**src/logic/csc_pkg.sv**
```systemverilog
// Shared widths, bus structs, enums and fixed-point constants; image size is set per instance
package csc_pkg;

	localparam int ADDR_W = 18; // Word address into the image memory
	localparam int DATA_W = 16;

	typedef logic [ADDR_W-1:0] addr_t;
	typedef logic [DATA_W-1:0] mem_word_t;
	typedef logic [7:0] pix_t; // One sample or colour component

	typedef struct packed {
		logic en;
		logic we;
		addr_t addr;
		mem_word_t wdata;
	} mem_req_t;

	typedef struct packed {
		logic psel;
		logic penable;
		logic pwrite;
		logic [7:0] paddr;
		logic [31:0] pwdata;
	} apb_req_t;

	typedef struct packed {
		logic [31:0] prdata;
		logic pready;
		logic pslverr;
	} apb_rsp_t;

	typedef struct packed {
		pix_t y_even;
		pix_t y_odd;
		pix_t u_even;
		pix_t u_odd;
		pix_t v_even;
		pix_t v_odd;
	} yuv_pair_t;

	// Word0 {R0,G0}, word1 {B0,R1}, word2 {G1,B1}
	typedef struct packed {
		mem_word_t word0;
		mem_word_t word1;
		mem_word_t word2;
	} rgb_pair_t;

	// Member order matches the STATUS bits, busy in bit 0
	typedef struct packed {
		logic done;
		logic busy;
	} csc_status_t;

	typedef enum logic [2:0] {S_IDLE, S_Y, S_CHROMA, S_MAT, S_WR} seq_state_e;

	typedef enum logic [7:0] {
		REG_CTRL   = 8'h00,
		REG_STATUS = 8'h04,
		REG_PAIRS  = 8'h08
	} apb_reg_e;

	// Chroma interpolation taps, gain of 256
	localparam int TAP_21 = 21;
	localparam int TAP_52 = 52;
	localparam int TAP_159 = 159;
	localparam int FIR_ROUND = 128;
	localparam int FIR_SHIFT = 8;

	// YUV to RGB matrix, Q16
	localparam int C_Y = 76284;
	localparam int C_RV = 104595;
	localparam int C_GU = 25624;
	localparam int C_GV = 53281;
	localparam int C_BU = 132251;
	localparam int MAT_SHIFT = 16;

	localparam int Y_OFS = 16;
	localparam int C_OFS = 128;

	// Saturate to one unsigned byte
	function automatic pix_t clip_pix(input int v);
		pix_t r;
		if (v < 0) r = '0;
		else if (v > 255) r = '1;
		else r = v[7:0];
		return r;
	endfunction

endpackage

```
**src/logic/chroma_upsampler.sv**
```systemverilog
// Six-tap chroma interpolation for U and V; outputs follow the window by one cycle
`timescale 1ns/1ns

module chroma_upsampler (
	input logic CLOCK_50_I,
	input logic resetn,
	input logic row_load,
	input logic push,
	input csc_pkg::pix_t u_in,
	input csc_pkg::pix_t v_in,
	output csc_pkg::pix_t u_even,
	output csc_pkg::pix_t u_odd,
	output csc_pkg::pix_t v_even,
	output csc_pkg::pix_t v_odd
);

	// Channel 0 is U, channel 1 is V; tap 0 oldest, tap 5 newest
	logic [1:0][5:0][7:0] win;
	logic [1:0][7:0] smp_in;
	logic [1:0][7:0] even_q;
	logic [1:0][7:0] odd_q;

	// Odd pixel sits between taps 2 and 3
	function automatic csc_pkg::pix_t fir_odd(input logic [5:0][7:0] w);
		int s21, s52, s159;
		int acc;
		s21 = int'(w[0]) + int'(w[5]); // Symmetric pairs
		s52 = int'(w[1]) + int'(w[4]);
		s159 = int'(w[2]) + int'(w[3]);
		acc = csc_pkg::TAP_21 * s21 - csc_pkg::TAP_52 * s52
			+ csc_pkg::TAP_159 * s159 + csc_pkg::FIR_ROUND;
		return csc_pkg::clip_pix(acc >>> csc_pkg::FIR_SHIFT);
	endfunction

	assign smp_in = {v_in, u_in};

	always_ff @(posedge CLOCK_50_I or negedge resetn) begin
		if (!resetn) begin
			win <= '0;
			even_q <= '0;
			odd_q <= '0;
		end else begin
			for (int ch = 0; ch < 2; ch++) begin
				if (row_load) begin
					win[ch] <= {6{smp_in[ch]}}; // Left edge replication
				end else if (push) begin
					win[ch] <= {smp_in[ch], win[ch][5:1]};
				end
				even_q[ch] <= win[ch][2];
				odd_q[ch] <= fir_odd(win[ch]);
			end
		end
	end

	assign u_even = even_q[0];
	assign u_odd = odd_q[0];
	assign v_even = even_q[1];
	assign v_odd = odd_q[1];

endmodule

```
**src/logic/csc_apb_regs.sv**
```systemverilog
// APB slave with zero wait states; only word offsets 0x0, 0x4 and 0x8 are decoded
`timescale 1ns/1ns

module csc_apb_regs #(
	parameter int TOTAL_PAIRS = 38400
) (
	input logic CLOCK_50_I,
	input logic resetn,
	input csc_pkg::apb_req_t apb_req,
	output csc_pkg::apb_rsp_t apb_rsp,
	input logic run_end,
	input logic pair_written,
	output logic start,
	output logic busy
);

	logic access;
	logic wr_ctrl;
	logic accept;
	logic done;
	logic [31:0] pair_cnt;
	csc_pkg::csc_status_t status;

	assign access = apb_req.psel && apb_req.penable; // Access phase
	assign wr_ctrl = access && apb_req.pwrite && (apb_req.paddr == csc_pkg::REG_CTRL);
	assign accept = wr_ctrl && apb_req.pwdata[0] && !busy;
	assign status = '{done: done, busy: busy};

	always_comb begin
		apb_rsp = '0;
		apb_rsp.pready = 1'b1;
		case (apb_req.paddr)
			csc_pkg::REG_CTRL: apb_rsp.prdata = '0; // Start bit self-clears
			csc_pkg::REG_STATUS: begin
				apb_rsp.prdata = 32'(status);
				apb_rsp.pslverr = access && apb_req.pwrite; // Read only
			end
			csc_pkg::REG_PAIRS: begin
				apb_rsp.prdata = pair_cnt;
				apb_rsp.pslverr = access && apb_req.pwrite;
			end
			default: apb_rsp.pslverr = access;
		endcase
	end

	always_ff @(posedge CLOCK_50_I or negedge resetn) begin
		if (!resetn) begin
			start <= 1'b0;
			busy <= 1'b0;
			done <= 1'b0;
			pair_cnt <= '0;
		end else begin
			start <= accept; // One cycle pulse
			if (accept) begin
				busy <= 1'b1;
				done <= 1'b0;
				pair_cnt <= '0;
			end else begin
				if (run_end) begin
					busy <= 1'b0;
					done <= 1'b1; // Sticky until next start
				end
				if (pair_written) pair_cnt <= pair_cnt + 32'd1;
			end
		end
	end

	// Access phase must follow a setup phase with psel held
	assert property (@(posedge CLOCK_50_I) disable iff (!resetn)
		$rose(apb_req.penable) |-> apb_req.psel && $past(apb_req.psel));

	// Sequencer never reports more pairs than the image holds
	assert property (@(posedge CLOCK_50_I) disable iff (!resetn)
		pair_cnt <= 32'(TOTAL_PAIRS));

endmodule

```
**src/logic/csc_sequencer.sv**
```systemverilog
// Serialises all memory traffic, one pixel pair at a time; assumes exactly two-cycle read data
`timescale 1ns/1ns

module csc_sequencer #(
	parameter int ROW_PIXELS = 320,
	parameter int ROWS = 240
) (
	input logic CLOCK_50_I,
	input logic resetn,
	input logic start,
	output csc_pkg::mem_req_t mem_req,
	input csc_pkg::mem_word_t mem_rdata,
	output logic row_load,
	output logic push,
	output csc_pkg::pix_t u_in,
	output csc_pkg::pix_t v_in,
	input csc_pkg::pix_t u_even,
	input csc_pkg::pix_t u_odd,
	input csc_pkg::pix_t v_even,
	input csc_pkg::pix_t v_odd,
	output csc_pkg::yuv_pair_t pair_in,
	output logic pair_valid,
	input csc_pkg::rgb_pair_t rgb_out,
	input logic rgb_valid,
	output logic pair_written,
	output logic run_end
);

	typedef logic [15:0] cnt_t;

	localparam int PAIRS_ROW = ROW_PIXELS / 2; // Also the chroma samples per row
	localparam int U_BASE = ROW_PIXELS * ROWS / 2;
	localparam int V_BASE = U_BASE + ROW_PIXELS * ROWS / 4;
	localparam int RGB_BASE = V_BASE + ROW_PIXELS * ROWS / 4;

	csc_pkg::seq_state_e state;
	logic [2:0] step;
	logic priming; // Filling the window at row start
	cnt_t samp; // Index of the next chroma sample to enter the window
	cnt_t pair_cnt, row_cnt;
	csc_pkg::addr_t y_addr, u_addr, v_addr, rgb_addr;
	csc_pkg::mem_word_t y_word, u_word, v_word;
	csc_pkg::rgb_pair_t rgb_hold;
	logic shift_en;
	logic need;

	assign shift_en = priming || (pair_cnt != '0); // Pair 0 uses the primed window
	// Even sample inside the row means a fresh word, else reuse the held low byte
	assign need = shift_en && !samp[0] && (samp < cnt_t'(PAIRS_ROW));

	always_ff @(posedge CLOCK_50_I or negedge resetn) begin
		if (!resetn) begin
			state <= csc_pkg::S_IDLE;
			step <= '0;
			priming <= 1'b0;
			samp <= '0;
			pair_cnt <= '0;
			row_cnt <= '0;
			y_addr <= '0;
			u_addr <= '0;
			v_addr <= '0;
			rgb_addr <= '0;
			mem_req <= '0;
			row_load <= 1'b0;
			push <= 1'b0;
			pair_valid <= 1'b0;
			pair_written <= 1'b0;
			run_end <= 1'b0;
		end else begin
			mem_req.en <= 1'b0;
			row_load <= 1'b0;
			push <= 1'b0;
			pair_valid <= 1'b0;
			pair_written <= 1'b0;
			run_end <= 1'b0;
			case (state)
				csc_pkg::S_IDLE: if (start) begin
					y_addr <= '0;
					u_addr <= csc_pkg::addr_t'(U_BASE);
					v_addr <= csc_pkg::addr_t'(V_BASE);
					rgb_addr <= csc_pkg::addr_t'(RGB_BASE);
					row_cnt <= '0;
					pair_cnt <= '0;
					samp <= '0;
					priming <= 1'b1;
					step <= '0;
					state <= csc_pkg::S_CHROMA;
				end
				csc_pkg::S_Y: begin
					mem_req <= '{en: 1'b1, we: 1'b0, addr: y_addr, wdata: '0};
					step <= '0;
					state <= csc_pkg::S_CHROMA;
				end
				csc_pkg::S_CHROMA: begin
					step <= step + 3'd1;
					case (step)
						3'd0: if (need) mem_req <= '{en: 1'b1, we: 1'b0, addr: u_addr, wdata: '0};
						3'd1: if (need) mem_req <= '{en: 1'b1, we: 1'b0, addr: v_addr, wdata: '0};
						3'd4: begin // V word on the bus now
							row_load <= priming && (samp == '0);
							push <= shift_en && !(priming && (samp == '0));
							if (shift_en) samp <= samp + cnt_t'(1);
							if (need) begin
								u_addr <= u_addr + csc_pkg::addr_t'(1);
								v_addr <= v_addr + csc_pkg::addr_t'(1);
							end
							if (priming && (samp == cnt_t'(3))) begin
								priming <= 1'b0;
								state <= csc_pkg::S_Y;
							end else if (priming) begin
								step <= '0;
							end
						end
						3'd6: begin // Upsampler outputs settle next cycle
							step <= '0;
							state <= csc_pkg::S_MAT;
						end
						default: ;
					endcase
				end
				csc_pkg::S_MAT: begin
					if (step == '0) begin
						pair_valid <= 1'b1;
						step <= 3'd1;
					end else if (rgb_valid) begin
						mem_req <= '{en: 1'b1, we: 1'b1, addr: rgb_addr, wdata: rgb_out.word0};
						step <= '0;
						state <= csc_pkg::S_WR;
					end
				end
				csc_pkg::S_WR: begin
					step <= step + 3'd1;
					if (step == 3'd0) begin
						mem_req <= '{en: 1'b1, we: 1'b1, addr: rgb_addr + csc_pkg::addr_t'(1),
							wdata: rgb_hold.word1};
					end else if (step == 3'd1) begin
						mem_req <= '{en: 1'b1, we: 1'b1, addr: rgb_addr + csc_pkg::addr_t'(2),
							wdata: rgb_hold.word2};
						pair_written <= 1'b1;
					end else begin
						y_addr <= y_addr + csc_pkg::addr_t'(1);
						rgb_addr <= rgb_addr + csc_pkg::addr_t'(3);
						if (pair_cnt != cnt_t'(PAIRS_ROW - 1)) begin
							pair_cnt <= pair_cnt + cnt_t'(1);
							state <= csc_pkg::S_Y;
						end else if (row_cnt == cnt_t'(ROWS - 1)) begin
							run_end <= 1'b1;
							state <= csc_pkg::S_IDLE;
						end else begin // Chroma addresses already point at the next row
							row_cnt <= row_cnt + cnt_t'(1);
							pair_cnt <= '0;
							samp <= '0;
							priming <= 1'b1;
							step <= '0;
							state <= csc_pkg::S_CHROMA;
						end
					end
				end
				default: state <= csc_pkg::S_IDLE;
			endcase
		end
	end

	// Read data capture, no reset needed
	always_ff @(posedge CLOCK_50_I) begin
		if (state == csc_pkg::S_CHROMA) begin
			if (step == 3'd2 && !priming) y_word <= mem_rdata;
			if (step == 3'd3 && need) u_word <= mem_rdata;
			if (step == 3'd4) begin
				u_in <= need ? u_word[15:8] : u_word[7:0];
				v_in <= need ? mem_rdata[15:8] : v_word[7:0];
				if (need) v_word <= mem_rdata;
			end
		end
		if (state == csc_pkg::S_MAT && step == '0) begin
			pair_in <= '{y_even: y_word[15:8], y_odd: y_word[7:0], u_even: u_even,
				u_odd: u_odd, v_even: v_even, v_odd: v_odd};
		end
		if (state == csc_pkg::S_MAT && rgb_valid) rgb_hold <= rgb_out;
	end

	// Last write of a run must retire before the FSM reports idle
	assert property (@(posedge CLOCK_50_I) disable iff (!resetn)
		(state == csc_pkg::S_IDLE) |-> !mem_req.en);

endmodule

```
**src/logic/csc_top.sv**
```systemverilog
// 4:2:2 YUV to RGB block converter; ROW_PIXELS must be a multiple of 4 and at least 8
`timescale 1ns/1ns

module csc_top #(
	parameter int ROW_PIXELS = 320,
	parameter int ROWS = 240
) (
	input logic CLOCK_50_I,
	input logic resetn,
	input csc_pkg::apb_req_t apb_req,
	output csc_pkg::apb_rsp_t apb_rsp,
	output csc_pkg::mem_req_t mem_req,
	input csc_pkg::mem_word_t mem_rdata
);

	logic start;
	logic run_end;
	logic pair_written;
	logic row_load;
	logic push;
	csc_pkg::pix_t u_in, v_in;
	csc_pkg::pix_t u_even, u_odd, v_even, v_odd;
	csc_pkg::yuv_pair_t pair_in;
	logic pair_valid;
	csc_pkg::rgb_pair_t rgb_out;
	logic rgb_valid;

	csc_apb_regs #(
		.TOTAL_PAIRS(ROW_PIXELS * ROWS / 2)
	) u_regs (
		.CLOCK_50_I(CLOCK_50_I),
		.resetn(resetn),
		.apb_req(apb_req),
		.apb_rsp(apb_rsp),
		.run_end(run_end),
		.pair_written(pair_written),
		.start(start),
		.busy() // Seen by software through STATUS
	);

	csc_sequencer #(
		.ROW_PIXELS(ROW_PIXELS),
		.ROWS(ROWS)
	) u_seq (
		.CLOCK_50_I(CLOCK_50_I),
		.resetn(resetn),
		.start(start),
		.mem_req(mem_req),
		.mem_rdata(mem_rdata),
		.row_load(row_load),
		.push(push),
		.u_in(u_in),
		.v_in(v_in),
		.u_even(u_even),
		.u_odd(u_odd),
		.v_even(v_even),
		.v_odd(v_odd),
		.pair_in(pair_in),
		.pair_valid(pair_valid),
		.rgb_out(rgb_out),
		.rgb_valid(rgb_valid),
		.pair_written(pair_written),
		.run_end(run_end)
	);

	chroma_upsampler u_ups (
		.CLOCK_50_I(CLOCK_50_I),
		.resetn(resetn),
		.row_load(row_load),
		.push(push),
		.u_in(u_in),
		.v_in(v_in),
		.u_even(u_even),
		.u_odd(u_odd),
		.v_even(v_even),
		.v_odd(v_odd)
	);

	rgb_matrix u_mat (
		.CLOCK_50_I(CLOCK_50_I),
		.resetn(resetn),
		.pair_in(pair_in),
		.pair_valid(pair_valid),
		.rgb_out(rgb_out),
		.rgb_valid(rgb_valid)
	);

endmodule

```
**src/logic/rgb_matrix.sv**
```systemverilog
// Three-stage YUV to RGB matrix for one pixel pair per cycle; output is packed three words
`timescale 1ns/1ns

module rgb_matrix (
	input logic CLOCK_50_I,
	input logic resetn,
	input csc_pkg::yuv_pair_t pair_in,
	input logic pair_valid,
	output csc_pkg::rgb_pair_t rgb_out,
	output logic rgb_valid
);

	logic [1:0][7:0] y_px, u_px, v_px; // Index 0 is the even pixel
	logic signed [9:0] y1 [2];
	logic signed [9:0] u1 [2];
	logic signed [9:0] v1 [2];
	int r2 [2];
	int g2 [2];
	int b2 [2];
	logic [1:0] vld;

	// Same rule for every component
	function automatic csc_pkg::pix_t to_pix(input int acc);
		return csc_pkg::clip_pix(acc >>> csc_pkg::MAT_SHIFT);
	endfunction

	assign y_px = {pair_in.y_odd, pair_in.y_even};
	assign u_px = {pair_in.u_odd, pair_in.u_even};
	assign v_px = {pair_in.v_odd, pair_in.v_even};

	always_ff @(posedge CLOCK_50_I or negedge resetn) begin
		if (!resetn) begin
			vld <= '0;
			rgb_valid <= 1'b0;
		end else begin
			vld <= {vld[0], pair_valid};
			rgb_valid <= vld[1];
		end
	end

	always_ff @(posedge CLOCK_50_I) begin
		for (int px = 0; px < 2; px++) begin
			// Stage 1
			y1[px] <= 10'(int'(y_px[px]) - csc_pkg::Y_OFS);
			u1[px] <= 10'(int'(u_px[px]) - csc_pkg::C_OFS);
			v1[px] <= 10'(int'(v_px[px]) - csc_pkg::C_OFS);
			// Stage 2, Q16 sums
			r2[px] <= csc_pkg::C_Y * int'(y1[px]) + csc_pkg::C_RV * int'(v1[px]);
			g2[px] <= csc_pkg::C_Y * int'(y1[px]) - csc_pkg::C_GU * int'(u1[px])
				- csc_pkg::C_GV * int'(v1[px]);
			b2[px] <= csc_pkg::C_Y * int'(y1[px]) + csc_pkg::C_BU * int'(u1[px]);
		end
		// Stage 3
		rgb_out.word0 <= {to_pix(r2[0]), to_pix(g2[0])};
		rgb_out.word1 <= {to_pix(b2[0]), to_pix(r2[1])};
		rgb_out.word2 <= {to_pix(g2[1]), to_pix(b2[1])};
	end

endmodule

```
**config.mk**
```make
export PLATFORM = sky130hd
export DESIGN_NAME = csc_top
export DESIGN_NICKNAME = d
export VERILOG_FILES = /design/src/logic/csc_pkg.sv /design/src/logic/chroma_upsampler.sv /design/src/logic/csc_apb_regs.sv /design/src/logic/csc_sequencer.sv /design/src/logic/csc_top.sv /design/src/logic/rgb_matrix.sv
export SDC_FILE = /design/constraint.sdc
export NUM_CORES = 2
export LEC_CHECK = 0
export BUFFER_PORTS_ARGS = -buffer_cell sky130_fd_sc_hd__buf_2
export CAP_MARGIN = 25
export CELL_PAD_IN_SITES_DETAIL_PLACEMENT = 1
export CELL_PAD_IN_SITES_GLOBAL_PLACEMENT = 1
export CORE_UTILIZATION = 41
export DETAILED_ROUTE_END_ITERATION = 8
export MAX_ROUTING_LAYER = met4
export PLACE_DENSITY = 0.77
export REMOVE_ABC_BUFFERS = 1
export SYNTH_ARGS = -nofsm -noshare
export SYNTH_HDL_FRONTEND = slang
export SYNTH_HIERARCHICAL = 1
export SYNTH_SLANG_ARGS = --single-unit
export TNS_END_PERCENT = 10
```
**constraint.sdc**
```tcl
create_clock -name CLOCK_50_I -period 10.68 [get_ports CLOCK_50_I]
set_clock_uncertainty 0.05 [all_clocks]
set_input_delay 1.602 -clock CLOCK_50_I [delete_from_list [all_inputs] [get_ports CLOCK_50_I]]
set_output_delay 1.602 -clock CLOCK_50_I [all_outputs]
set_load 0.01 [all_outputs]
```
==> flow_metrics.py <==
metrics = {
    "yosys": {
        "syn_inst": 6317,
        "synthDistinctLibCells": 110,
        "ys_seq_area_share_pct": 25.96,
        "postSynthAreaPerCell_sq_um": 9.785,
        "synth_enable_flop_cells": 136,
        "async_reset_ff_share_pct": 51.38,
        "syn_area_sq_um": 61810,
        "synth-seq-cells": 650,
        "yosys_warnings": 6,
        "synth-main-ff-cell": "dfrtp_1",
    },
    "floorplan": {
        "fp.dieH_microns": 390.3,
        "dieArea_sq_um": 152300,
        "start_util_pct": 41.27,
        "die_x_microns": 390.3,
        "core_sq_um": 149800,
        "rows": 142,
        "io_pins": 131,
    },
    "worst_setup_path": {
        "startpoint": "u_mat/y1[0][11]$_DFF_P_",
        "cpPeakStageDelay_ns": 0.93,
        "worstPathRequired_ns": 11.20,
        "critPathCaptureType": "flip-flop",
        "cp_top_family": "adder cells",
        "r2r-start": "u_mat/y1[0][11]$_DFF_P_",
        "worst-path-buf-inv": 5,
        "worstPathArrival_ns": 10.06,
        "cp_common_cell": "ha_1",
        "startpoint_type": "flip-flop",
        "critPathKind": "reg2reg",
        "worst-path-max-fanout": 6,
        "slowest_stage": "a2111oi_0",
    },
    "clock_network": {
        "cts_made_buffers": 77,
        "hold_buffers": 0,
        "clk_latency_ns": 0.71,
        "cts_resized": 0,
        "clock_sinks": 650,
        "cts.reportedPaths.clkPinSlew_ns": 0.06,
        "cts_tree": "yes",
        "htree_levels": 3,
        "cts_setup_buffers": 0,
        "cts.path.max_buffers": 3,
        "root_buffer": "clkbuf_16",
    },
    "global_route": {
        "antenna_found_initial": 3,
        "grt_pass1_vias": 50070,
        "grt_max_degree": 106,
        "grt_pass1_wl_mm": 266.9,
        "overflow": 0,
        "grt.total_usage_pct": 22.40,
    },
    "placement": {
        "gp_congestion": 0.8865,
        "place_hpwl_mm": 131.1,
        "place_ws_ns": 1.231,
        "port_buffers": 98,
    },
    "worst_hold_path": {
        "hold_path.class": "reg2reg",
        "hold_path.startpoint": "u_seq/pair_in[41]$_DFFE_PP_",
    },
    "sta": {
        "worst_pin_slew_ns": 1.075,
        "hold_viol_final": 0,
        "period_needed_ns": 9.543,
        "slew_violations": 0,
        "final.period_utilization_pct": 89.35,
        "relSlewSlack_pct": 26.48,
        "rsz0062_at_grt": "no",
        "finalSetupTns_ns": 0,
        "setup_viol": 0,
        "fmax_mhz": 104.8,
        "fin_ws_ns": 1.137,
    },
    "routing": {
        "first_iter_violations": 2305,
        "drc_errors": 0,
        "vias_per_cell": 5.415,
        "finalWirelength_mm": 163.7,
        "dr_total_vias": 45820,
        "ant_nets": 0,
        "wl_per_cell_microns": 19.35,
        "drt_pre_antenna_iters": 7,
    },
    "cells_and_area": {
        "nets": 8019,
        "post_route_cells_drive_above_1_share_pct": 5.694,
        "final.fill_count": 16960,
        "area_growth_pct": 8.700,
        "n_antenna_cell": 0,
    },
    "power": {
        "pwr_density_cell_nw_per_um2": 81.94,
        "ir_drop_mv": 0.1165,
        "p_leak_nw": 34.10,
        "power_mw": 5.506,
    },
    "status": {
        "status": "finished clean",
    },
    "job": {
        "cap_violations": 0,
    },
}
routing by layer:
layer	global-route usage [%]	wire (microns)
met1	28.74	74400
met2	37.76	81040
met3	2.297	4639
met4	5.633	3665
met5	-	0
synth_stat cells (11+ instances only):
library cell,instances,share of area [%]
nand3_1,118,0.96
a21o_1,109,1.3
o21ai_0,173,1.4
a22oi_1,30,0.36
a31oi_1,42,0.43
or3_1,40,0.40
nand2b_1,41,0.41
nor3b_1,15,0.18
and3_1,29,0.29
mux2i_1,27,0.44
o211ai_1,19,0.23
xor2_1,93,1.3
nor3_1,85,0.69
nor2_1,378,2.3
xnor2_1,245,3.5
nor4_1,31,0.31
or4_1,67,0.81
nand2_1,234,1.4
and2_1,43,0.44
dfxtp_1,180,5.8
or2_2,17,0.17
nand4_1,64,0.65
nor2b_1,126,1.3
o31ai_1,69,0.84
ha_1,1130,23
and4_1,11,0.16
a21oi_1,305,2.5
clkbuf_1,115,0.70
fa_1,447,14
a211oi_1,103,1.3
a22o_1,16,0.23
edfxtp_1,136,6.6
a222oi_1,19,0.31
buf_2,11,0.089
mux2_2,23,0.42
dfrtp_1,334,14
o21a_1,29,0.35
buf_1,11,0.067
inv_1,1094,6.6
o21bai_1,50,0.61
cell families (layout without fill, tap and decap cells):
kind of cell	Yosys count	in the layout	synth area share (%)
AOI/OAI and AO/OA	1117	1117	12.19
xor gates and xnor gates	338	338	4.789
adders and majority gates	1579	1579	37.38
buffers and inverters	1243	1371	7.680
DFF	650	650	25.96
muxes	50	50	0.8562
other	1	1	0.006067
and+or+nand+nor	1339	1339	11.14
where the power goes:
group	switching, mW	internal [mW]	total, mW
clock	1.15	1.60	2.75
combinational	0.140	0.0563	0.196
sequential	0.0192	2.54	2.56
total	1.31	4.20	5.51
registers in the layout, summed over array words and instances (netlist names), 18 cells and up:
register / flops
u_mat/b2: 28
u_mat/g2: 28
u_mat/r2: 26
u_mat/rgb_out: 48
u_mat/y1: 18
u_regs/pair_cnt: 32
u_seq/mem_req: 36
u_seq/pair_in: 48
u_seq/rgb_addr: 18
u_seq/rgb_hold: 32
u_seq/u_addr: 18
u_seq/v_addr: 18
u_seq/y_addr: 18
u_ups/win: 96
cell usage in the layout, fill, tap and decap left out, drive strengths merged, types with 17 or more instances in the layout:
master,netlist,final
a22oi,31,31
or2,17,17
nand2,234,234
nor3,86,86
fa,447,447
and2,45,45
ha,1130,1130
a31oi,44,44
nor2,379,379
a21o,116,116
nand3,119,119
o31ai,69,69
a21oi,307,307
a222oi,19,19
o21ai,181,181
or3,40,40
inv,1094,1104
nand4,66,66
mux2,23,23
buf,34,134
dfxtp,180,180
clkbuf,115,96
nor2b,126,126
o21bai,50,50
o21a,29,29
dfrtp,334,334
mux2i,27,27
xor2,93,93
xnor2,245,245
or4,71,71
nor4,32,32
and3,29,29
a211oi,103,103
clkinv,0,26
nand2b,41,41
edfxtp,136,136
o211ai,21,21
area by class of cell:
cell class	instances	area (sq um)	area share, %
clock buffers	96	2121	3.156
clock inverters	47	521.8	0.7765
inverters	1094	4106	6.112
multi-input cells	4424	41080	61.14
flip-flops and latches	650	16050	23.89
well taps	2016	2522	3.754
repair buffers	134	790.8	1.177
through the flow:
step / instances / area, sq um / utilization, % / hold WS [ns]
2_1_floorplan: 6168 / 61170 / - / 0.2733
3_3_place_gp: 8317 / 64520 / 43.08 / 0.2741
3_5_place_dp: 8318 / 64550 / 43.10 / 0.2785
4_1_cts: 8461 / 67190 / 44.86 / 0.2798
5_1_grt: 8461 / 67190 / 44.86 / 0.2959
6_report: 8461 / 67190 / 44.86 / 0.2759
worst paths after layout:
kind | endpoint | slack, ns | depth (start not counted)
setup reg to reg | u_mat/r2[0][62]$_DFF_P_ | 1.14 | 31
hold / removal | u_mat/y1[0][1]$_DFF_P_ | 0.28 | 0
min in group asynchronous | u_regs/pair_cnt[29]$_DFFE_PN0P_ | 0.90 | 1
setup / recovery | u_mat/r2[0][62]$_DFF_P_ | 1.14 | 31
hold reg to reg | u_mat/y1[0][1]$_DFF_P_ | 0.28 | 0
max in group asynchronous | u_ups/win[91]$_DFFE_PN0P_ | 7.40 | 3
No activity file was read; power rests on OpenSTA's default activity.
